## src/source/ps2_aux_pkg.sv

```systemverilog
/*
 * Shared types and constants for the 8042-style PS/2 aux port controller.
 * Status register layout follows the classic 8042 bit order, obf at bit 0.
 * Only the aux channel commands listed here are decoded.
 */
package ps2_aux_pkg;

    // One received PS/2 frame, parity_err also covers a bad stop bit
    typedef struct packed {
        logic [7:0] data;
        logic       valid;
        logic       parity_err;
    } ps2_byte_t;

    // 8042 status byte, MSB first
    typedef struct packed {
        logic parity_err;
        logic timeout;
        logic mobf;
        logic inh;
        logic a2;
        logic sys;
        logic ibf;
        logic obf;
    } kbc_status_t;

    // Controller commands written to the command port
    localparam logic [7:0] cmd_read_config  = 8'h20;
    localparam logic [7:0] cmd_write_config = 8'h60;
    localparam logic [7:0] cmd_disable_aux  = 8'hA7;
    localparam logic [7:0] cmd_enable_aux   = 8'hA8;
    localparam logic [7:0] cmd_test_aux     = 8'hA9;
    localparam logic [7:0] cmd_self_test    = 8'hAA;
    localparam logic [7:0] cmd_write_aux    = 8'hD4;

    // Config byte bits
    localparam int cfg_aux_int = 1;
    localparam int cfg_aux_dis = 5;

    // CPU port addresses
    localparam logic [7:0] port_data = 8'h00;
    localparam logic [7:0] port_cmd  = 8'h04;

    // Replies and reset values
    localparam logic [7:0] config_reset = 8'h03;
    localparam logic [7:0] self_test_ok = 8'h55;
    localparam logic [7:0] aux_test_ok  = 8'h00;

endpackage
```

## src/source/ps2_aux_top.sv

```systemverilog
/*
 * PS/2 aux port controller: frame receiver, byte FIFO, 8042-style registers.
 * FIFO_DEPTH must be a power of two. Receive only, no transmitter.
 */
module ps2_aux_top import ps2_aux_pkg::*; #(
    parameter int FIFO_DEPTH = 16
) (
    input  logic       clk,
    input  logic       rst_n,
    input  logic       ps2_clk,
    input  logic       ps2_data,
    input  logic [7:0] io_address,
    input  logic       io_read,
    input  logic       io_write,
    input  logic [7:0] io_writedata,
    output logic [7:0] io_readdata,
    output logic [7:0] aux_cmd,
    output logic       aux_cmd_valid,
    output logic       irq_aux
);

    ps2_byte_t  rx_byte;
    logic [7:0] fifo_data;
    logic       fifo_empty;
    logic       fifo_full;
    logic       fifo_push;
    logic       fifo_pop;

    ps2_frame_rx u_rx (
        .clk      (clk),
        .rst_n    (rst_n),
        .ps2_clk  (ps2_clk),
        .ps2_data (ps2_data),
        .rx_byte  (rx_byte)
    );

    aux_byte_fifo #(
        .FIFO_DEPTH (FIFO_DEPTH)
    ) u_fifo (
        .clk     (clk),
        .rst_n   (rst_n),
        .wr_en   (fifo_push),
        .wr_data (rx_byte.data),
        .rd_en   (fifo_pop),
        .rd_data (fifo_data),
        .empty   (fifo_empty),
        .full    (fifo_full)
    );

    // Enable state already feeds fifo_push inside the register block
    kbc_aux_regs u_regs (
        .clk           (clk),
        .rst_n         (rst_n),
        .io_address    (io_address),
        .io_read       (io_read),
        .io_write      (io_write),
        .io_writedata  (io_writedata),
        .io_readdata   (io_readdata),
        .rx_byte       (rx_byte),
        .fifo_data     (fifo_data),
        .fifo_empty    (fifo_empty),
        .full          (fifo_full),
        .fifo_pop      (fifo_pop),
        .fifo_push     (fifo_push),
        .aux_enable    (),
        .aux_cmd       (aux_cmd),
        .aux_cmd_valid (aux_cmd_valid),
        .irq_aux       (irq_aux)
    );

endmodule

```

## src/source/kbc_aux_regs.sv

```systemverilog
/*
 * 8042-style register block for the aux (mouse) channel.
 * Data port and status/command port on a strobed CPU byte bus, read data
 * is combinational. No keyboard channel, no inhibit timeout, no A20 or
 * system flag; those status bits read as 0.
 */
module kbc_aux_regs import ps2_aux_pkg::*; (
    input  logic       clk,
    input  logic       rst_n,
    input  logic [7:0] io_address,
    input  logic       io_read,
    input  logic       io_write,
    input  logic [7:0] io_writedata,
    output logic [7:0] io_readdata,
    input  ps2_byte_t  rx_byte,
    input  logic [7:0] fifo_data,
    input  logic       fifo_empty,
    input  logic       full,
    output logic       fifo_pop,
    output logic       fifo_push,
    output logic       aux_enable,
    output logic [7:0] aux_cmd,
    output logic       aux_cmd_valid,
    output logic       irq_aux
);

    logic [7:0]  config_byte;
    logic [7:0]  out_buf;
    logic        obf;
    logic        from_aux;
    logic        perr;
    logic        pending;
    logic [7:0]  pending_cmd;
    kbc_status_t status;

    // Decoded bus strobes
    logic data_rd;
    logic data_wr;
    logic cmd_wr;
    logic cmd_reply;

    assign data_rd = io_read && (io_address == port_data);
    assign data_wr = io_write && (io_address == port_data);
    assign cmd_wr  = io_write && (io_address == port_cmd);

    // Commands that place a reply in the output buffer
    assign cmd_reply = cmd_wr &&
                       (io_writedata inside {cmd_read_config, cmd_test_aux, cmd_self_test});

    assign aux_enable = !config_byte[cfg_aux_dis];
    assign fifo_push  = rx_byte.valid && !rx_byte.parity_err && !full && aux_enable;

    // A reply written this cycle takes the buffer ahead of the FIFO
    assign fifo_pop = !obf && !fifo_empty && !cmd_reply;

    always_ff @(posedge clk or negedge rst_n) begin
        if (!rst_n) begin
            config_byte   <= config_reset;
            obf           <= 1'b0;
            from_aux      <= 1'b0;
            perr          <= 1'b0;
            pending       <= 1'b0;
            pending_cmd   <= 8'h00;
            aux_cmd_valid <= 1'b0;
        end else begin
            aux_cmd_valid <= 1'b0;

            // Last frame decides the parity error flag
            if (rx_byte.valid) begin
                perr <= rx_byte.parity_err;
            end

            if (data_rd) begin
                obf      <= 1'b0;
                from_aux <= 1'b0;
            end

            if (fifo_pop) begin
                obf      <= 1'b1;
                from_aux <= 1'b1;
            end

            // Parameter byte for a pending command
            if (data_wr && pending) begin
                pending <= 1'b0;
                case (pending_cmd)
                    cmd_write_config: config_byte <= io_writedata;
                    cmd_write_aux:    aux_cmd_valid <= 1'b1;
                    default: ;
                endcase
            end

            if (cmd_wr) begin
                // Any new command cancels an unused parameter wait
                pending <= 1'b0;
                case (io_writedata)
                    cmd_write_config, cmd_write_aux: begin
                        pending     <= 1'b1;
                        pending_cmd <= io_writedata;
                    end
                    cmd_disable_aux: config_byte[cfg_aux_dis] <= 1'b1;
                    cmd_enable_aux:  config_byte[cfg_aux_dis] <= 1'b0;
                    default: ;
                endcase
                if (cmd_reply) begin
                    obf      <= 1'b1;
                    from_aux <= 1'b0;
                end
            end
        end
    end

    // Output buffer contents
    always_ff @(posedge clk) begin
        if (cmd_reply) begin
            case (io_writedata)
                cmd_read_config: out_buf <= config_byte;
                cmd_self_test:   out_buf <= self_test_ok;
                default:         out_buf <= aux_test_ok;
            endcase
        end else if (fifo_pop) begin
            out_buf <= fifo_data;
        end
    end

    always_ff @(posedge clk) begin
        if (data_wr && pending && pending_cmd == cmd_write_aux) begin
            aux_cmd <= io_writedata;
        end
    end

    always_comb begin
        status            = '0;
        status.obf        = obf;
        status.mobf       = from_aux;
        status.parity_err = perr;
    end

    always_comb begin
        case (io_address)
            port_data: io_readdata = out_buf;
            port_cmd:  io_readdata = status;
            default:   io_readdata = 8'h00;
        endcase
    end

    // IRQ12 equivalent
    assign irq_aux = obf && from_aux && config_byte[cfg_aux_int];

endmodule

```

## src/source/aux_byte_fifo.sv

```systemverilog
/*
 * Byte FIFO with show-ahead read data.
 * FIFO_DEPTH must be a power of two. Writes while full and reads while
 * empty are ignored.
 */
module aux_byte_fifo #(
    parameter int FIFO_DEPTH = 16
) (
    input  logic       clk,
    input  logic       rst_n,
    input  logic       wr_en,
    input  logic [7:0] wr_data,
    input  logic       rd_en,
    output logic [7:0] rd_data,
    output logic       empty,
    output logic       full
);

    localparam int AW = $clog2(FIFO_DEPTH);

    logic [7:0]  mem [FIFO_DEPTH];
    logic [AW-1:0] wr_ptr;
    logic [AW-1:0] rd_ptr;
    logic [AW:0]   count;
    logic          do_wr;
    logic          do_rd;

    assign do_wr = wr_en && !full;
    assign do_rd = rd_en && !empty;

    always_ff @(posedge clk) begin
        if (do_wr) begin
            mem[wr_ptr] <= wr_data;
        end
    end

    always_ff @(posedge clk or negedge rst_n) begin
        if (!rst_n) begin
            wr_ptr <= '0;
            rd_ptr <= '0;
            count  <= '0;
        end else begin
            if (do_wr) begin
                wr_ptr <= wr_ptr + 1'b1;
            end
            if (do_rd) begin
                rd_ptr <= rd_ptr + 1'b1;
            end
            // Simultaneous push and pop leaves the count unchanged
            count <= count + (AW+1)'(do_wr) - (AW+1)'(do_rd);
        end
    end

    assign rd_data = mem[rd_ptr];
    assign empty   = (count == '0);
    assign full    = (count == (AW+1)'(FIFO_DEPTH));

endmodule

```

## src/source/ps2_frame_rx.sv

```systemverilog
/*
 * PS/2 device-to-host frame receiver.
 * ps2_clk and ps2_data are asynchronous and go through two-flop synchronizers,
 * so clk must run well above the PS/2 bit rate. No inhibit or frame timeout:
 * a frame cut short leaves the receiver waiting for the remaining bits.
 */
module ps2_frame_rx import ps2_aux_pkg::*; (
    input  logic      clk,
    input  logic      rst_n,
    input  logic      ps2_clk,
    input  logic      ps2_data,
    output ps2_byte_t rx_byte
);

    // Synchronizer stages and edge history
    logic [1:0] clk_sync;
    logic [1:0] data_sync;
    logic       clk_prev;
    logic       clk_fall;

    // Frame state
    logic [3:0] bit_cnt;
    logic [8:0] shift;

    // Output byte, valid is the only control bit
    logic       out_valid;
    logic [7:0] out_data;
    logic       out_err;

    always_ff @(posedge clk or negedge rst_n) begin
        if (!rst_n) begin
            clk_sync  <= 2'b11;
            data_sync <= 2'b11;
            clk_prev  <= 1'b1;
        end else begin
            clk_sync  <= {clk_sync[0], ps2_clk};
            data_sync <= {data_sync[0], ps2_data};
            clk_prev  <= clk_sync[1];
        end
    end

    assign clk_fall = clk_prev && !clk_sync[1];

    // Bit counter: 0 waits for start, 1..9 take data and parity, 10 is stop
    always_ff @(posedge clk or negedge rst_n) begin
        if (!rst_n) begin
            bit_cnt   <= 4'd0;
            out_valid <= 1'b0;
        end else begin
            out_valid <= 1'b0;
            if (clk_fall) begin
                if (bit_cnt == 4'd0) begin
                    // A high start bit is line noise
                    if (!data_sync[1]) begin
                        bit_cnt <= 4'd1;
                    end
                end else if (bit_cnt == 4'd10) begin
                    bit_cnt   <= 4'd0;
                    out_valid <= 1'b1;
                end else begin
                    bit_cnt <= bit_cnt + 4'd1;
                end
            end
        end
    end

    // Data bits arrive LSB first and shift down toward bit 0
    always_ff @(posedge clk) begin
        if (clk_fall) begin
            if (bit_cnt != 4'd0 && bit_cnt != 4'd10) begin
                shift <= {data_sync[1], shift[8:1]};
            end
            if (bit_cnt == 4'd10) begin
                out_data <= shift[7:0];
                // Odd parity over data and parity bit, stop bit must be 1
                out_err  <= !(^shift) || !data_sync[1];
            end
        end
    end

    assign rx_byte = '{data: out_data, valid: out_valid, parity_err: out_err};

endmodule

```

## config.mk

```make
export PLATFORM = sky130hd
export DESIGN_NAME = ps2_aux_top
export DESIGN_NICKNAME = d
export VERILOG_FILES = /design/src/source/ps2_aux_pkg.sv /design/src/source/ps2_aux_top.sv /design/src/source/kbc_aux_regs.sv /design/src/source/aux_byte_fifo.sv /design/src/source/ps2_frame_rx.sv
export SDC_FILE = /design/constraint.sdc
export NUM_CORES = 1
export LEC_CHECK = 0
export BUFFER_PORTS_ARGS = -buffer_cell sky130_fd_sc_hd__buf_2
export CAP_MARGIN = 25
export CORE_MARGIN = 8
export CORE_UTILIZATION = 40
export CTS_CLUSTER_DIAMETER = 150
export DETAILED_ROUTE_END_ITERATION = 12
export HOLD_SLACK_MARGIN = 0.12
export SYNTH_ARGS = -nofsm -noshare
export SYNTH_HDL_FRONTEND = slang
export SYNTH_SLANG_ARGS = --single-unit
```

## constraint.sdc

```tcl
create_clock -name clk -period 3.6 [get_ports clk]
set_clock_uncertainty 0.05 [all_clocks]
set_input_delay 0.18 -clock clk [delete_from_list [all_inputs] [get_ports clk]]
set_output_delay 0.18 -clock clk [all_outputs]
set_load 0.05 [all_outputs]
```

# After elaboration in Yosys (flattened, before gate mapping)

Memories as Yosys holds them, arrays and structs flattened.
Index checks and enable logic that the tools add are counted.

Flip-flop bits (word level): 78
Bits in writable memories: 128
Input bits: 22
Output and inout bits: 18
Memories kept: 1

Add/sub/neg operators: 5
Eq/ne operators: 14
Multiplexer cells: 29
Reduce and logical (&&, ||, !) cells: 41

Memories:

| name       | depth | width | rd ports | clocked after memory_dff | write ports | line                | RTL |
|---|---|---|---|---|---|---|---|
| u_fifo.mem | 16    | 8     | 1        | 0                        | 1           | aux_byte_fifo.sv:21 | `logic [7:0] mem [FIFO_DEPTH];` |

Operators by type and width:

| cell                | count |
|---|---|
| $eq 8x8->1 const B  | 6 |
| $pmux 8 s2          | 2 |
| $mux 1              | 19 |
| $logic_and 1x1->1   | 17 |
| $eq 8x7->1 const B  | 2 |
| $mux 8              | 2 |
| $add 4x1->4 const B | 3 |
| $mux 4              | 3 |
| $mux 6              | 2 |
| $reduce_and 2->1    | 5 |
| $logic_not 1->1     | 9 |
| $reduce_xor 9->1    | 1 |
| $eq 8x3->1 const B  | 1 |
| $eq 8x6->1 const B  | 1 |
| $logic_not 8->1     | 1 |
| $add 5x1->5         | 1 |
| $eq 5x5->1 const B  | 1 |
| $logic_not 5->1     | 1 |
| $sub 5x1->5         | 1 |
| $eq 4x4->1 const B  | 1 |
| $logic_not 4->1     | 1 |
| $ne 4x4->1 const B  | 1 |
| $reduce_bool 2->1   | 2 |
| $reduce_bool 4->1   | 1 |
| 5 further kinds     | 5 |

# Longest topological paths before layout

Gate-level depths: netlist (run 1).

Word-level depth: 8
Mapped depth: 13
Mapped depth without buffers: 13

# Modules after synthesis

From an unflattened synthesis (run 1), not the netlist that was laid out.

Cell total of the unflattened synthesis: 531
Area, all modules: 8673.3 um^2

Modules (own cells, without submodules):

| module        | times used | cells an instance | area each (um^2) |
|---|---|---|---|
| aux_byte_fifo | 1          | 319               | 5863.1 |
| kbc_aux_regs  | 1          | 145               | 1709.1 |
| ps2_frame_rx  | 1          | 67                | 1101.1 |

# Worst setup path after synthesis (run 1)

No wires, ideal clock.

Path type: input -> register
Start: input port io_address[3]
End: register u_fifo.count[4]
Arrival: 2.397 ns
Data required time: 3.427 ns
Slack: 1.031 ns
Stages: 13
Buffers on the path: 0
Path through: nor3_1 > nand4_1 > a21o_1 > nand2_1 > inv_1 > ha_1 > inv_1 > ha_1 > fa_1 > a21oi_1 > nor2_1 > nor2_1 > xnor2_1

Longest elaborated chain between the ends: 7

Ends and longest elaborated chain:

| element                | line                | RTL |
|---|---|---|
| start: declaration     | ps2_aux_top.sv:12   | `input logic [7:0] io_address,` |
| $eq 8x3->1             | kbc_aux_regs.sv:44  | `assign cmd_wr = io_write && (io_address == port_cmd);` |
| $logic_and 1x1->1      | kbc_aux_regs.sv:44  |  |
| $logic_and 1x1->1      | kbc_aux_regs.sv:47  | `assign cmd_reply = cmd_wr &&` |
| $logic_not 1->1        | kbc_aux_regs.sv:54  | `assign fifo_pop = !obf && !fifo_empty && !cmd_reply;` |
| $logic_and 1x1->1      | kbc_aux_regs.sv:54  |  |
| $logic_and 1x1->1      | aux_byte_fifo.sv:29 | `assign do_rd = rd_en && !empty;` |
| via u_fifo.do_rd       | aux_byte_fifo.sv:26 | `logic do_rd;` |
| $sub 5x1->5            | aux_byte_fifo.sv:50 | `count <= count + (AW+1)'(do_wr) - (AW+1)'(do_rd);` |
| end signal: assignment | aux_byte_fifo.sv:50 |  |
| end: declaration       | aux_byte_fifo.sv:24 | `logic [AW:0] count;` |

The timed path passes the listed nets, and every way through them passes these cells.
A chain may end at the register's enable or synchronous reset.

# Worst setup path after layout (run 1)

Start: input port io_writedata[2]
End: register u_fifo.count[4]

Longest elaborated chain between the ends: 7
Elaborated cells on any way between the ends: 9
Classes of those cells: add/sub: 1; eq/ne: 3; reduce/logical: 5

Ends and longest elaborated chain:

| element                                         | line                | RTL |
|---|---|---|
| start: declaration                              | ps2_aux_top.sv:15   | `input logic [7:0] io_writedata,` |
| $eq 8x6->1 / $eq 8x8->1 (equally long branches) | kbc_aux_regs.sv:48  | `(io_writedata inside {cmd_read_config, cmd_test_aux, cmd_self_test});` |
| $reduce_bool 3->1 *                             | kbc_aux_regs.sv:48  |  |
| $logic_and 1x1->1 *                             | kbc_aux_regs.sv:47  |  |
| $logic_not 1->1 *                               | kbc_aux_regs.sv:54  |  |
| $logic_and 1x1->1 *                             | kbc_aux_regs.sv:54  |  |
| $logic_and 1x1->1 *                             | aux_byte_fifo.sv:29 |  |
| via u_fifo.do_rd                                | aux_byte_fifo.sv:26 |  |
| $sub 5x1->5 *                                   | aux_byte_fifo.sv:50 |  |

Mark *: on every way through the listed nets, which the timed path passes. The rest lies on a longest branch.

==> impl_metrics.env, run 1 <==
export IMPL_cts_sinks=206
export IMPL_synth_seq_cells=206
export IMPL_die_height_um=160
export IMPL_leakagePower_nw=3.55
export IMPL_die_w_um=160
export IMPL_cp_arrival_ns=3.36
export IMPL_start_util_pct=40.9
export IMPL_gp_congestion=0.802
export IMPL_synthFlopType="edfxtp_1"
export IMPL_maxCapViolCount=0
export IMPL_cts_hold_buffers=16
export IMPL_hp_class="in -> reg"
export IMPL_clk_pin_slew_ns=0.06
export IMPL_ant_nets=0
export IMPL_worstPathRequired_ns=3.97
export IMPL_crit_type="in -> reg"
export IMPL_rrSetupSlack_ns=0.83
export IMPL_fillerInstances=1702
export IMPL_ys_types=46
export IMPL_die_area_sq_mm=0.0257
export IMPL_via_per_inst=5.17
export IMPL_yosysSeqAreaShare_pct=71.7
export IMPL_synthMostInstantiatedCell="edfxtp_1"
export IMPL_io_pins=40
export IMPL_fmax_mhz=334
export IMPL_syn_nets=528
export IMPL_grt_pass1_vias=4707
export IMPL_crit_fanout=6
export IMPL_cts_tree="done"
export IMPL_grt_max_degree=45
export IMPL_vias=4397
export IMPL_cts_buffers_inserted=22
export IMPL_dpl_instance_area_sq_mm=0.00888
export IMPL_cp_start_kind="primary input"
export IMPL_clkLatencyLatePin_ns=0.49
export IMPL_num_antenna_cells=0
export IMPL_htreeDepth=1
export IMPL_antenna_found_initial=0
export IMPL_cts_buffer_depth=3
export IMPL_synth_edf_count=162
export IMPL_drc=0
export IMPL_ys_warn_count=0
export IMPL_fin_crit_ns=2.99
export IMPL_numPortBuffers=39
export IMPL_place_detailed_hpwl_mm=10.8
export IMPL_synth_top_cells_by_count="edfxtp_1 (162), dfrtp_1 (37), nand2_1 (37)"
export IMPL_grt_usage_pct=13.2
export IMPL_synth_top_area_share_pct=58.4
export IMPL_clockRootBuffer="clkbuf_16"
export IMPL_fp_coreArea_sq_mm=0.0204
export IMPL_status="finished, final reports clean"
export IMPL_powerDensity_mw_per_mm2=653
export IMPL_synth_area_leaders="edfxtp_1 (58%), dfrtp_1 (11%), mux4_2 (8.7%), dfstp_2 (2.2%), ha_1 (2.1%)"
export IMPL_fin_crit_sh_pct=83.1
export IMPL_final_nets=602
export IMPL_finalHoldViolCount=0
export IMPL_area_growth_pct=18.0
export IMPL_setup_violations=0
export IMPL_slew_headroom_pct=38.9
export IMPL_final_cell_area_sq_mm=0.00983
export IMPL_postCtsSetupBuffers=0
export IMPL_fin_tns_setup_ns=0
export IMPL_grt_overflow=0
export IMPL_drt_initial_drc_count=292
export IMPL_wl_per_cell_um=19.8
export IMPL_drv_slew=0
export IMPL_drive_gt1_share_pct=24.8
export IMPL_num_rows=52
export IMPL_grt_pass1_wl_mm=26.7
export IMPL_post_cts_resized=0
export IMPL_syn_inst=491
export IMPL_worstSetupEndpointType="flip-flop"
export IMPL_synth_largest_area_cell="edfxtp_1"
export IMPL_netlist_area_sq_mm=0.00833
export IMPL_syn_avg_cell_area_sq_um=17.0
export IMPL_async_flop_share_pct=21.4
export IMPL_first_pass_iters=4
export IMPL_rsz0062_at_grt="no"
export IMPL_vdd_ir_drop_max_v=0.000331
export IMPL_wirelength_mm=16.8
export IMPL_worstMarginPinSlew_ns=0.913
==> per-layer routing <==
layer	vias up	GRT usage (%)	share of wire [%]
met5	-	0	0
met4	0	3.14	1.8
met3	23	1.99	4.5
met2	79	22.3	51
met1	2265	17.6	43
li1	2030	-	-
==> final timing paths <==
kind                                                       end  cells after the start                  startpoint
worst max-delay path                 u_fifo.count[4]$_DFF_PN0_                     15             io_writedata[2]
worst min-delay path            u_regs.aux_cmd_valid$_DFF_PN0_                      3               io_address[2]
worst max register to register       u_fifo.count[4]$_DFF_PN0_                     13   u_fifo.count[2]$_DFF_PN0_
worst min register to register      u_rx.clk_sync[1]$_DFF_PN1_                      0  u_rx.clk_sync[0]$_DFF_PN1_
max in group asynchronous          u_rx.data_sync[0]$_DFF_PN1_                      4                       rst_n
min in group asynchronous       u_regs.aux_cmd_valid$_DFF_PN0_                      3                       rst_n
==> worst max-delay path: stages <==
cell and delay, ns:
dlygate4sd3_1 0.54, buf_2 0.17, nor4b_2 0.48, nand3_1 0.13, a21o_1 0.23, nand2_1 0.13
inv_1 0.07, ha_1 0.27, inv_1 0.04, ha_1 0.22, fa_1 0.44, a21oi_1 0.17
nor2_1 0.05, nor2_1 0.11, xnor2_1 0.12
==> power breakdown <==
part | total (mW) | leakage, nW | switching [mW] | internal (mW)
logic | 1.29 | 1.17 | 0.682 | 0.611
clock network | 2.33 | 0.370 | 0.876 | 1.45
registers | 2.79 | 2.02 | 0.0979 | 2.70
total | 6.42 | 3.55 | 1.66 | 4.76
==> layout by cell type (no fill, tap or decap), drive strengths merged, types with 5 or more instances in the layout <==
cell           n
edfxtp       162
buf           50
nand2         38
dfrtp         37
mux4          32
nor2          31
clkbuf        27
dlygate4sd3   17
a22oi         16
mux2          15
xnor2         14
ha            14
o21ai         14
inv           13
nand3         10
and2           9
nor3           8
dfstp          7
clkinv         7
nor2b          6
nand2b         6
a21oi          5
==> cell families (layout without fill, tap and decap cells) <==
logic type | after synthesis | after routing | share of synthesized area [%]
fa+ha+maj | 15 | 15 | 2.34
xor+xnor | 18 | 18 | 1.89
mux | 51 | 51 | 11.2
simple gates | 126 | 126 | 7.87
compound gates | 45 | 45 | 3.59
flops | 206 | 206 | 71.7
buf+inv | 30 | 120 | 1.41
==> final cells by class <==
type                            count  area, sq um  area share (%)
Sequential cell                   206         5980            60.8
Timing Repair Buffer               67          473            4.81
Clock buffer                       27          591            6.01
Clock inverter                     13          169            1.72
Multi-Input combinational cell    255         2240            22.8
Inverter                           13         48.8           0.496
Tap cell                          270          338            3.44
==> registers in the layout, indices dropped and copies added, names as in the netlist, 4 cells and up <==
register and count:
u_fifo.count 5, u_fifo.mem 128, u_fifo.rd_ptr 4, u_fifo.wr_ptr 4, u_regs.aux_cmd 8, u_regs.config_byte 8, u_regs.out_buf 8, u_regs.pending_cmd 8
u_rx.bit_cnt 4, u_rx.out_data 8, u_rx.shift 9
==> metrics by stage <==
step           hold slack (ns)  utilization, %  instances  power [mW]  setup WS (ns)
6_report                 0.147            48.3        851        6.42          0.609
5_1_grt                  0.155            48.3        851        6.71          0.397
4_1_cts                  0.126            48.1        849        6.50          0.643
3_5_place_dp             0.236            43.6        793        4.14          0.582
3_3_place_gp             0.238            43.6        793        4.10          0.685
2_1_floorplan           -0.166               -        491        3.77           1.03
Power figures use the tool's default switching activity.
==> inputs of run 2 (changes only) <==
- clock period: 3.6 -> 2.6 ns (I/O delays scaled with it)
==> run 2 against run 1 <==
Effect of this change: combinational power increased by 40%; sequential cell count did not move; clock power rose by 21%; core utilization up 0.80 points; first-iteration DRC count increased by 2.4%; hold slack worse by 0.0065 ns; global-route usage is 0.36 points lower; sequential share of layout area is 0.99 points lower; non-clock buffer count up 27; via count is 2.0% higher.
==> impl_metrics.env, run 2 (synthesis gave the netlist of run 1 again) <==
export IMPL_cts_sinks=206
export IMPL_first_pass_iters=4
export IMPL_crit_fanout=6
export IMPL_pre_cts_ws_ns=-0.0248
export IMPL_gp_congestion=0.818
export IMPL_drc=0
export IMPL_num_rows=52
export IMPL_grt_max_degree=27
export IMPL_area_growth_pct=20.0
export IMPL_grt_pass1_wl_mm=26.1
export IMPL_switching_share_pct=26.5
export IMPL_clockRootBuffer="clkbuf_16"
export IMPL_finalNonFillerCells=878
export IMPL_final_cell_area_sq_mm=0.00999
export IMPL_final_nets=630
export IMPL_antenna_found_initial=0
export IMPL_utilization_pct=49.1
export IMPL_dpl_instance_area_sq_mm=0.00908
export IMPL_cp_start_kind="primary input"
export IMPL_clkLatencyLatePin_ns=0.49
export IMPL_cts_tree="done"
export IMPL_fmax_mhz=403
export IMPL_drv_slew=0
export IMPL_hold_worst_slack_ns=0.140
export IMPL_htreeDepth=1
export IMPL_drt_initial_drc_count=299
export IMPL_cts_buffers_inserted=23
export IMPL_rsz0062_at_grt="yes"
export IMPL_layout_cells_most_common="edfxtp_1"
export IMPL_wirelength_mm=16.5
export IMPL_worstMarginPinSlew_ns=0.739
export IMPL_vdd_ir_drop_max_v=0.000477
export IMPL_leakagePower_nw=3.66
export IMPL_cp_arrival_ns=2.30
export IMPL_num_antenna_cells=0
export IMPL_via_per_inst=5.11
export IMPL_clk_pin_slew_ns=0.06
export IMPL_die_area_sq_mm=0.0257
export IMPL_fin_crit_sh_pct=95.5
export IMPL_layout_setup_ws_ns=0.117
export IMPL_crit_type="in -> out"
export IMPL_ant_nets=0
export IMPL_dp_cells=819
export IMPL_powerDensity_mw_per_mm2=852
export IMPL_fin_crit_ns=2.48
export IMPL_start_util_pct=40.9
export IMPL_grt_usage_pct=12.8
export IMPL_largest_reg_flops=128
export IMPL_final_cell_mix="edfxtp_1 (162), nand2_1 (37), buf_4 (36), dfrtp_1 (36)"
export IMPL_worstPathRequired_ns=2.42
export IMPL_worstSetupEndpointType="primary output"
export IMPL_clockPowerShare_pct=33.2
export IMPL_regMostFlops="u_fifo.mem"
export IMPL_drive_gt1_share_pct=28.5
export IMPL_fin_tns_setup_ns=0
export IMPL_setup_violations=0
export IMPL_numPortBuffers=39
export IMPL_io_pins=40
export IMPL_cts_buffer_depth=3
export IMPL_fp_coreArea_sq_mm=0.0204
export IMPL_p_total_mw=8.52
export IMPL_grt_overflow=0
export IMPL_place_detailed_hpwl_mm=11.0
export IMPL_die_w_um=160
export IMPL_p_int_mw=6.26
export IMPL_die_height_um=160
export IMPL_maxCapViolCount=0
export IMPL_largestRegisters="u_fifo.mem x128, u_rx.shift x9"
export IMPL_slew_headroom_pct=50.8
export IMPL_vias=4487
export IMPL_power_frac_seq_pct=45.5
export IMPL_wl_per_cell_um=18.8
export IMPL_hp_class="in -> async"
export IMPL_switchingPower_mw=2.25
export IMPL_grt_pass1_vias=4742
export IMPL_power_frac_comb_pct=21.3
export IMPL_finalHoldViolCount=0
export IMPL_status="finished, final reports clean"
[run 2: cell count changes in the layout (fill, tap and decap cells not counted), sizes merged]
cell	before	now
buf	50	70
bufinv	4	0
clkbuf	27	36
clkinv	7	8
clkinvlp	2	1
dlygate4sd3	17	19
[run 2: power groups by stage]
stage	clock, mW	sequential [mW]	combinational [mW]
3_5_place_dp	0	3.94	1.80
2_1_floorplan	0	3.87	1.34
4_1_cts	2.91	3.87	1.83
5_1_grt	3.01	3.90	2.00
6_report	2.83	3.87	1.81
3_3_place_gp	0	3.93	1.76
[run 2: timing repair]
action | 4_1_cts | 5_1_grt
setup endpoints to repair | 0 | 6
gates resized for setup | 0 | 21
buffers inserted | 0 | 0
hold buffers | 19 | 0
hold endpoints to repair | 72 | 0
[run 2: worst max-delay path, cell delays in order]
cell and delay (ns):
dlygate4sd3_1 0.53, buf_2 0.13, nor4_4 0.15, dlygate4sd3_1 0.60, buf_4 0.12, and3b_2 0.25
and2_1 0.15, clkbuf_4 0.23
[run 2: area by class of cell]
class                   instances  area [sq um]
multi-input cells             255          2280
fillers                      1705         10400
repair buffers                 94           689
well taps                     270           338
clock inverters                 9          45.0
inverters                      13          48.8
clock buffers                  31           616
flip-flops and latches        206          5980
[run 2: final timing paths]
check | from | end | slack, ns | cells after the start
max in group asynchronous | rst_n | u_fifo.wr_ptr[2]$_DFFE_PN0P_ | 1.41 | 3
hold / removal | rst_n | u_regs.config_byte[0]$_DFFE_PN1P_ | 0.14 | 2
hold reg to reg | u_rx.clk_sync[0]$_DFF_PN1_ | u_rx.clk_sync[1]$_DFF_PN1_ | 0.31 | 0
min in group clk | io_writedata[2] | u_regs.config_byte[5]$_DFF_PN0_ | 0.17 | 5
setup reg to reg | u_fifo.count[2]$_DFF_PN0_ | u_fifo.count[4]$_DFF_PN0_ | 0.19 | 13
setup / recovery | io_address[4] | io_readdata[1] | 0.12 | 8
[run 2: routing by layer]
layer	vias up	track usage (%)	share of wire, %
met1	2305	16.9	44
met3	16	2.20	4.1
met4	0	3.36	1.6
met5	-	0	0
li1	2087	-	-
met2	79	21.5	50
==> inputs of run 3 (changes only) <==
- CELL_PAD_IN_SITES_DETAIL_PLACEMENT: not set -> 1
- CELL_PAD_IN_SITES_GLOBAL_PLACEMENT: not set -> 1
- PLACE_DENSITY_LB_ADDON: not set -> 0.1
- RECOVER_POWER: not set -> 100
==> run 3 against run 2 <==
Effect of this change: setup slack better by 0.048 ns; count of clock-buffer cells in the layout down 5; highest routed layer unchanged; global-route usage is 1.3 points higher; maximum frequency increased by 2.0%; sequential power barely moved; critical path depth is 2 lower; largest cell class unchanged; core utilization fell by 0.12 points.
==> impl_metrics.env, run 3 (synthesis gave the netlist of run 1 again) <==
export IMPL_maxCapViolCount=0
export IMPL_cts_buffers_inserted=23
export IMPL_cts_sinks=206
export IMPL_vdd_ir_drop_max_v=0.000506
export IMPL_grt_pass1_vias=4968
export IMPL_clockRootBuffer="clkbuf_16"
export IMPL_fin_tns_setup_ns=0
export IMPL_via_per_inst=5.11
export IMPL_cts_tree="done"
export IMPL_worstPathRequired_ns=2.80
export IMPL_regMostFlops="u_fifo.mem"
export IMPL_top_layer_used="met4"
export IMPL_status="finished, final reports clean"
export IMPL_area_growth_pct=19.7
export IMPL_final_cell_mix="edfxtp_1 (162), nand2_1 (37), dfrtp_1 (36)"
export IMPL_final_nets=633
export IMPL_finalHoldViolCount=0
export IMPL_vias=4512
export IMPL_rrSetupSlack_ns=0.17
export IMPL_fp_coreArea_sq_mm=0.0204
export IMPL_cp_arrival_ns=2.63
export IMPL_largest_reg_flops=128
export IMPL_largestRegisters="u_fifo.mem x128, u_rx.shift x9"
export IMPL_drt_initial_drc_count=284
export IMPL_leakagePower_nw=3.58
export IMPL_place_detailed_hpwl_mm=12.2
export IMPL_ant_nets=0
export IMPL_first_pass_iters=4
export IMPL_setup_violations=0
export IMPL_drive_gt1_share_pct=24.6
export IMPL_cp_start_kind="flip-flop"
export IMPL_numPortBuffers=39
export IMPL_grt_overflow=0
export IMPL_drt_met1_wl_mm=8.14
export IMPL_num_antenna_cells=0
export IMPL_worstMarginPinSlew_ns=1.48
export IMPL_met3_length_um=601
export IMPL_die_area_sq_mm=0.0257
export IMPL_fin_crit_ns=2.43
export IMPL_start_util_pct=40.9
export IMPL_crit_fanout=28
export IMPL_clkLatencyLatePin_ns=0.51
export IMPL_die_w_um=160
export IMPL_grt_max_degree=29
export IMPL_grt_usage_pct=14.1
export IMPL_die_height_um=160
export IMPL_crit_type="reg -> reg"
export IMPL_layout_setup_ws_ns=0.165
export IMPL_p_total_mw=8.92
export IMPL_htreeDepth=1
export IMPL_cts_buffer_depth=3
export IMPL_drc=0
export IMPL_fmax_mhz=411
export IMPL_wirelength_mm=18.0
export IMPL_worstSetupEndpointType="flip-flop"
export IMPL_fin_crit_sh_pct=93.6
export IMPL_wl_per_cell_um=20.4
export IMPL_pre_cts_ws_ns=-0.0275
export IMPL_grt_pass1_wl_mm=28.3
export IMPL_num_rows=52
export IMPL_slew_headroom_pct=1.25
export IMPL_drv_slew=0
export IMPL_antenna_found_initial=0
export IMPL_clk_pin_slew_ns=0.06
export IMPL_io_pins=40
export IMPL_wl_met2_mm=9.00
export IMPL_hp_class="in -> reg"
export IMPL_powerDensity_mw_per_mm2=894
export IMPL_layout_cells_most_common="edfxtp_1"
export IMPL_gp_congestion=0.778
[run 3: changes by cell type in the layout (fill, tap and decap cells not counted), moves of 5 or more]
cell / change
dlygate4sd3_1: -5
buf_4: -20
clkbuf_1: +26
buf_2: -15
clkbuf_2: +14
[run 3: worst paths after layout]
kind,end,startpoint,cells after the start
max in group asynchronous,u_regs.config_byte[0]$_DFFE_PN1P_,rst_n,3
worst max-delay path,u_regs.out_buf[6]$_DFFE_PP_,u_fifo.rd_ptr[0]$_DFFE_PN0P_,6
worst min register to register,u_rx.clk_sync[1]$_DFF_PN1_,u_rx.clk_sync[0]$_DFF_PN1_,0
worst min-delay path,u_regs.aux_cmd[7]$_DFFE_PP_,io_writedata[7],2
worst max register to register,u_regs.out_buf[6]$_DFFE_PP_,u_fifo.rd_ptr[0]$_DFFE_PN0P_,6
min in group asynchronous,u_fifo.count[3]$_DFF_PN0_,rst_n,2
[run 3: where the power goes]
part / leakage, nW / internal (mW) / switching [mW]
Sequential: 2.01 / 3.73 / 0.146
Clock: 0.376 / 1.95 / 1.25
Combinational: 1.19 / 0.872 / 0.965
[run 3: routing by layer]
| metal | vias up | global-route usage [%] |
|---|---|---|
| li1 | 2083 | - |
| met1 | 2343 | 18.2 |
| met2 | 64 | 24.3 |
| met3 | 22 | 2.28 |
| met4 | 0 | 3.70 |
| met5 | - | 0 |
[run 3: layout make-up]
class                           count  area, sq um
Multi-Input combinational cell    255         2260
Timing Repair Buffer               97          587
Inverter                           13         48.8
Clock inverter                     16          161
Fill cell                        1973        10400
Tap cell                          270          338
Clock buffer                       26          597
Sequential cell                   206         5980
[run 3: timing repair]
item | in CTS | in global routing
hold buffers | 15 | 2
resized for setup | 0 | 13
endpoints found under the hold margin | 55 | 4
setup endpoints to repair | 0 | 2
setup buffers | 0 | 2
[run 3: metrics by stage]
step	instance area (sq um)	cells	utilization (%)	hold slack (ns)
2_1_floorplan	8330	491	-	-0.216
3_3_place_gp	9140	825	44.9	0.122
3_5_place_dp	9140	825	44.9	0.131
4_1_cts	10000	882	49.3	0.131
5_1_grt	9970	883	49.0	0.214
6_report	9970	883	49.0	0.194
[run 3: critical path: stages, from the launching register on]
cell	delay, ns
dfrtp_2	0.37
buf_4	0.48
mux4_2	0.59
a22oi_1	0.30
nand2_1	0.15
nand2_1	0.12
o21ai_0	0.10
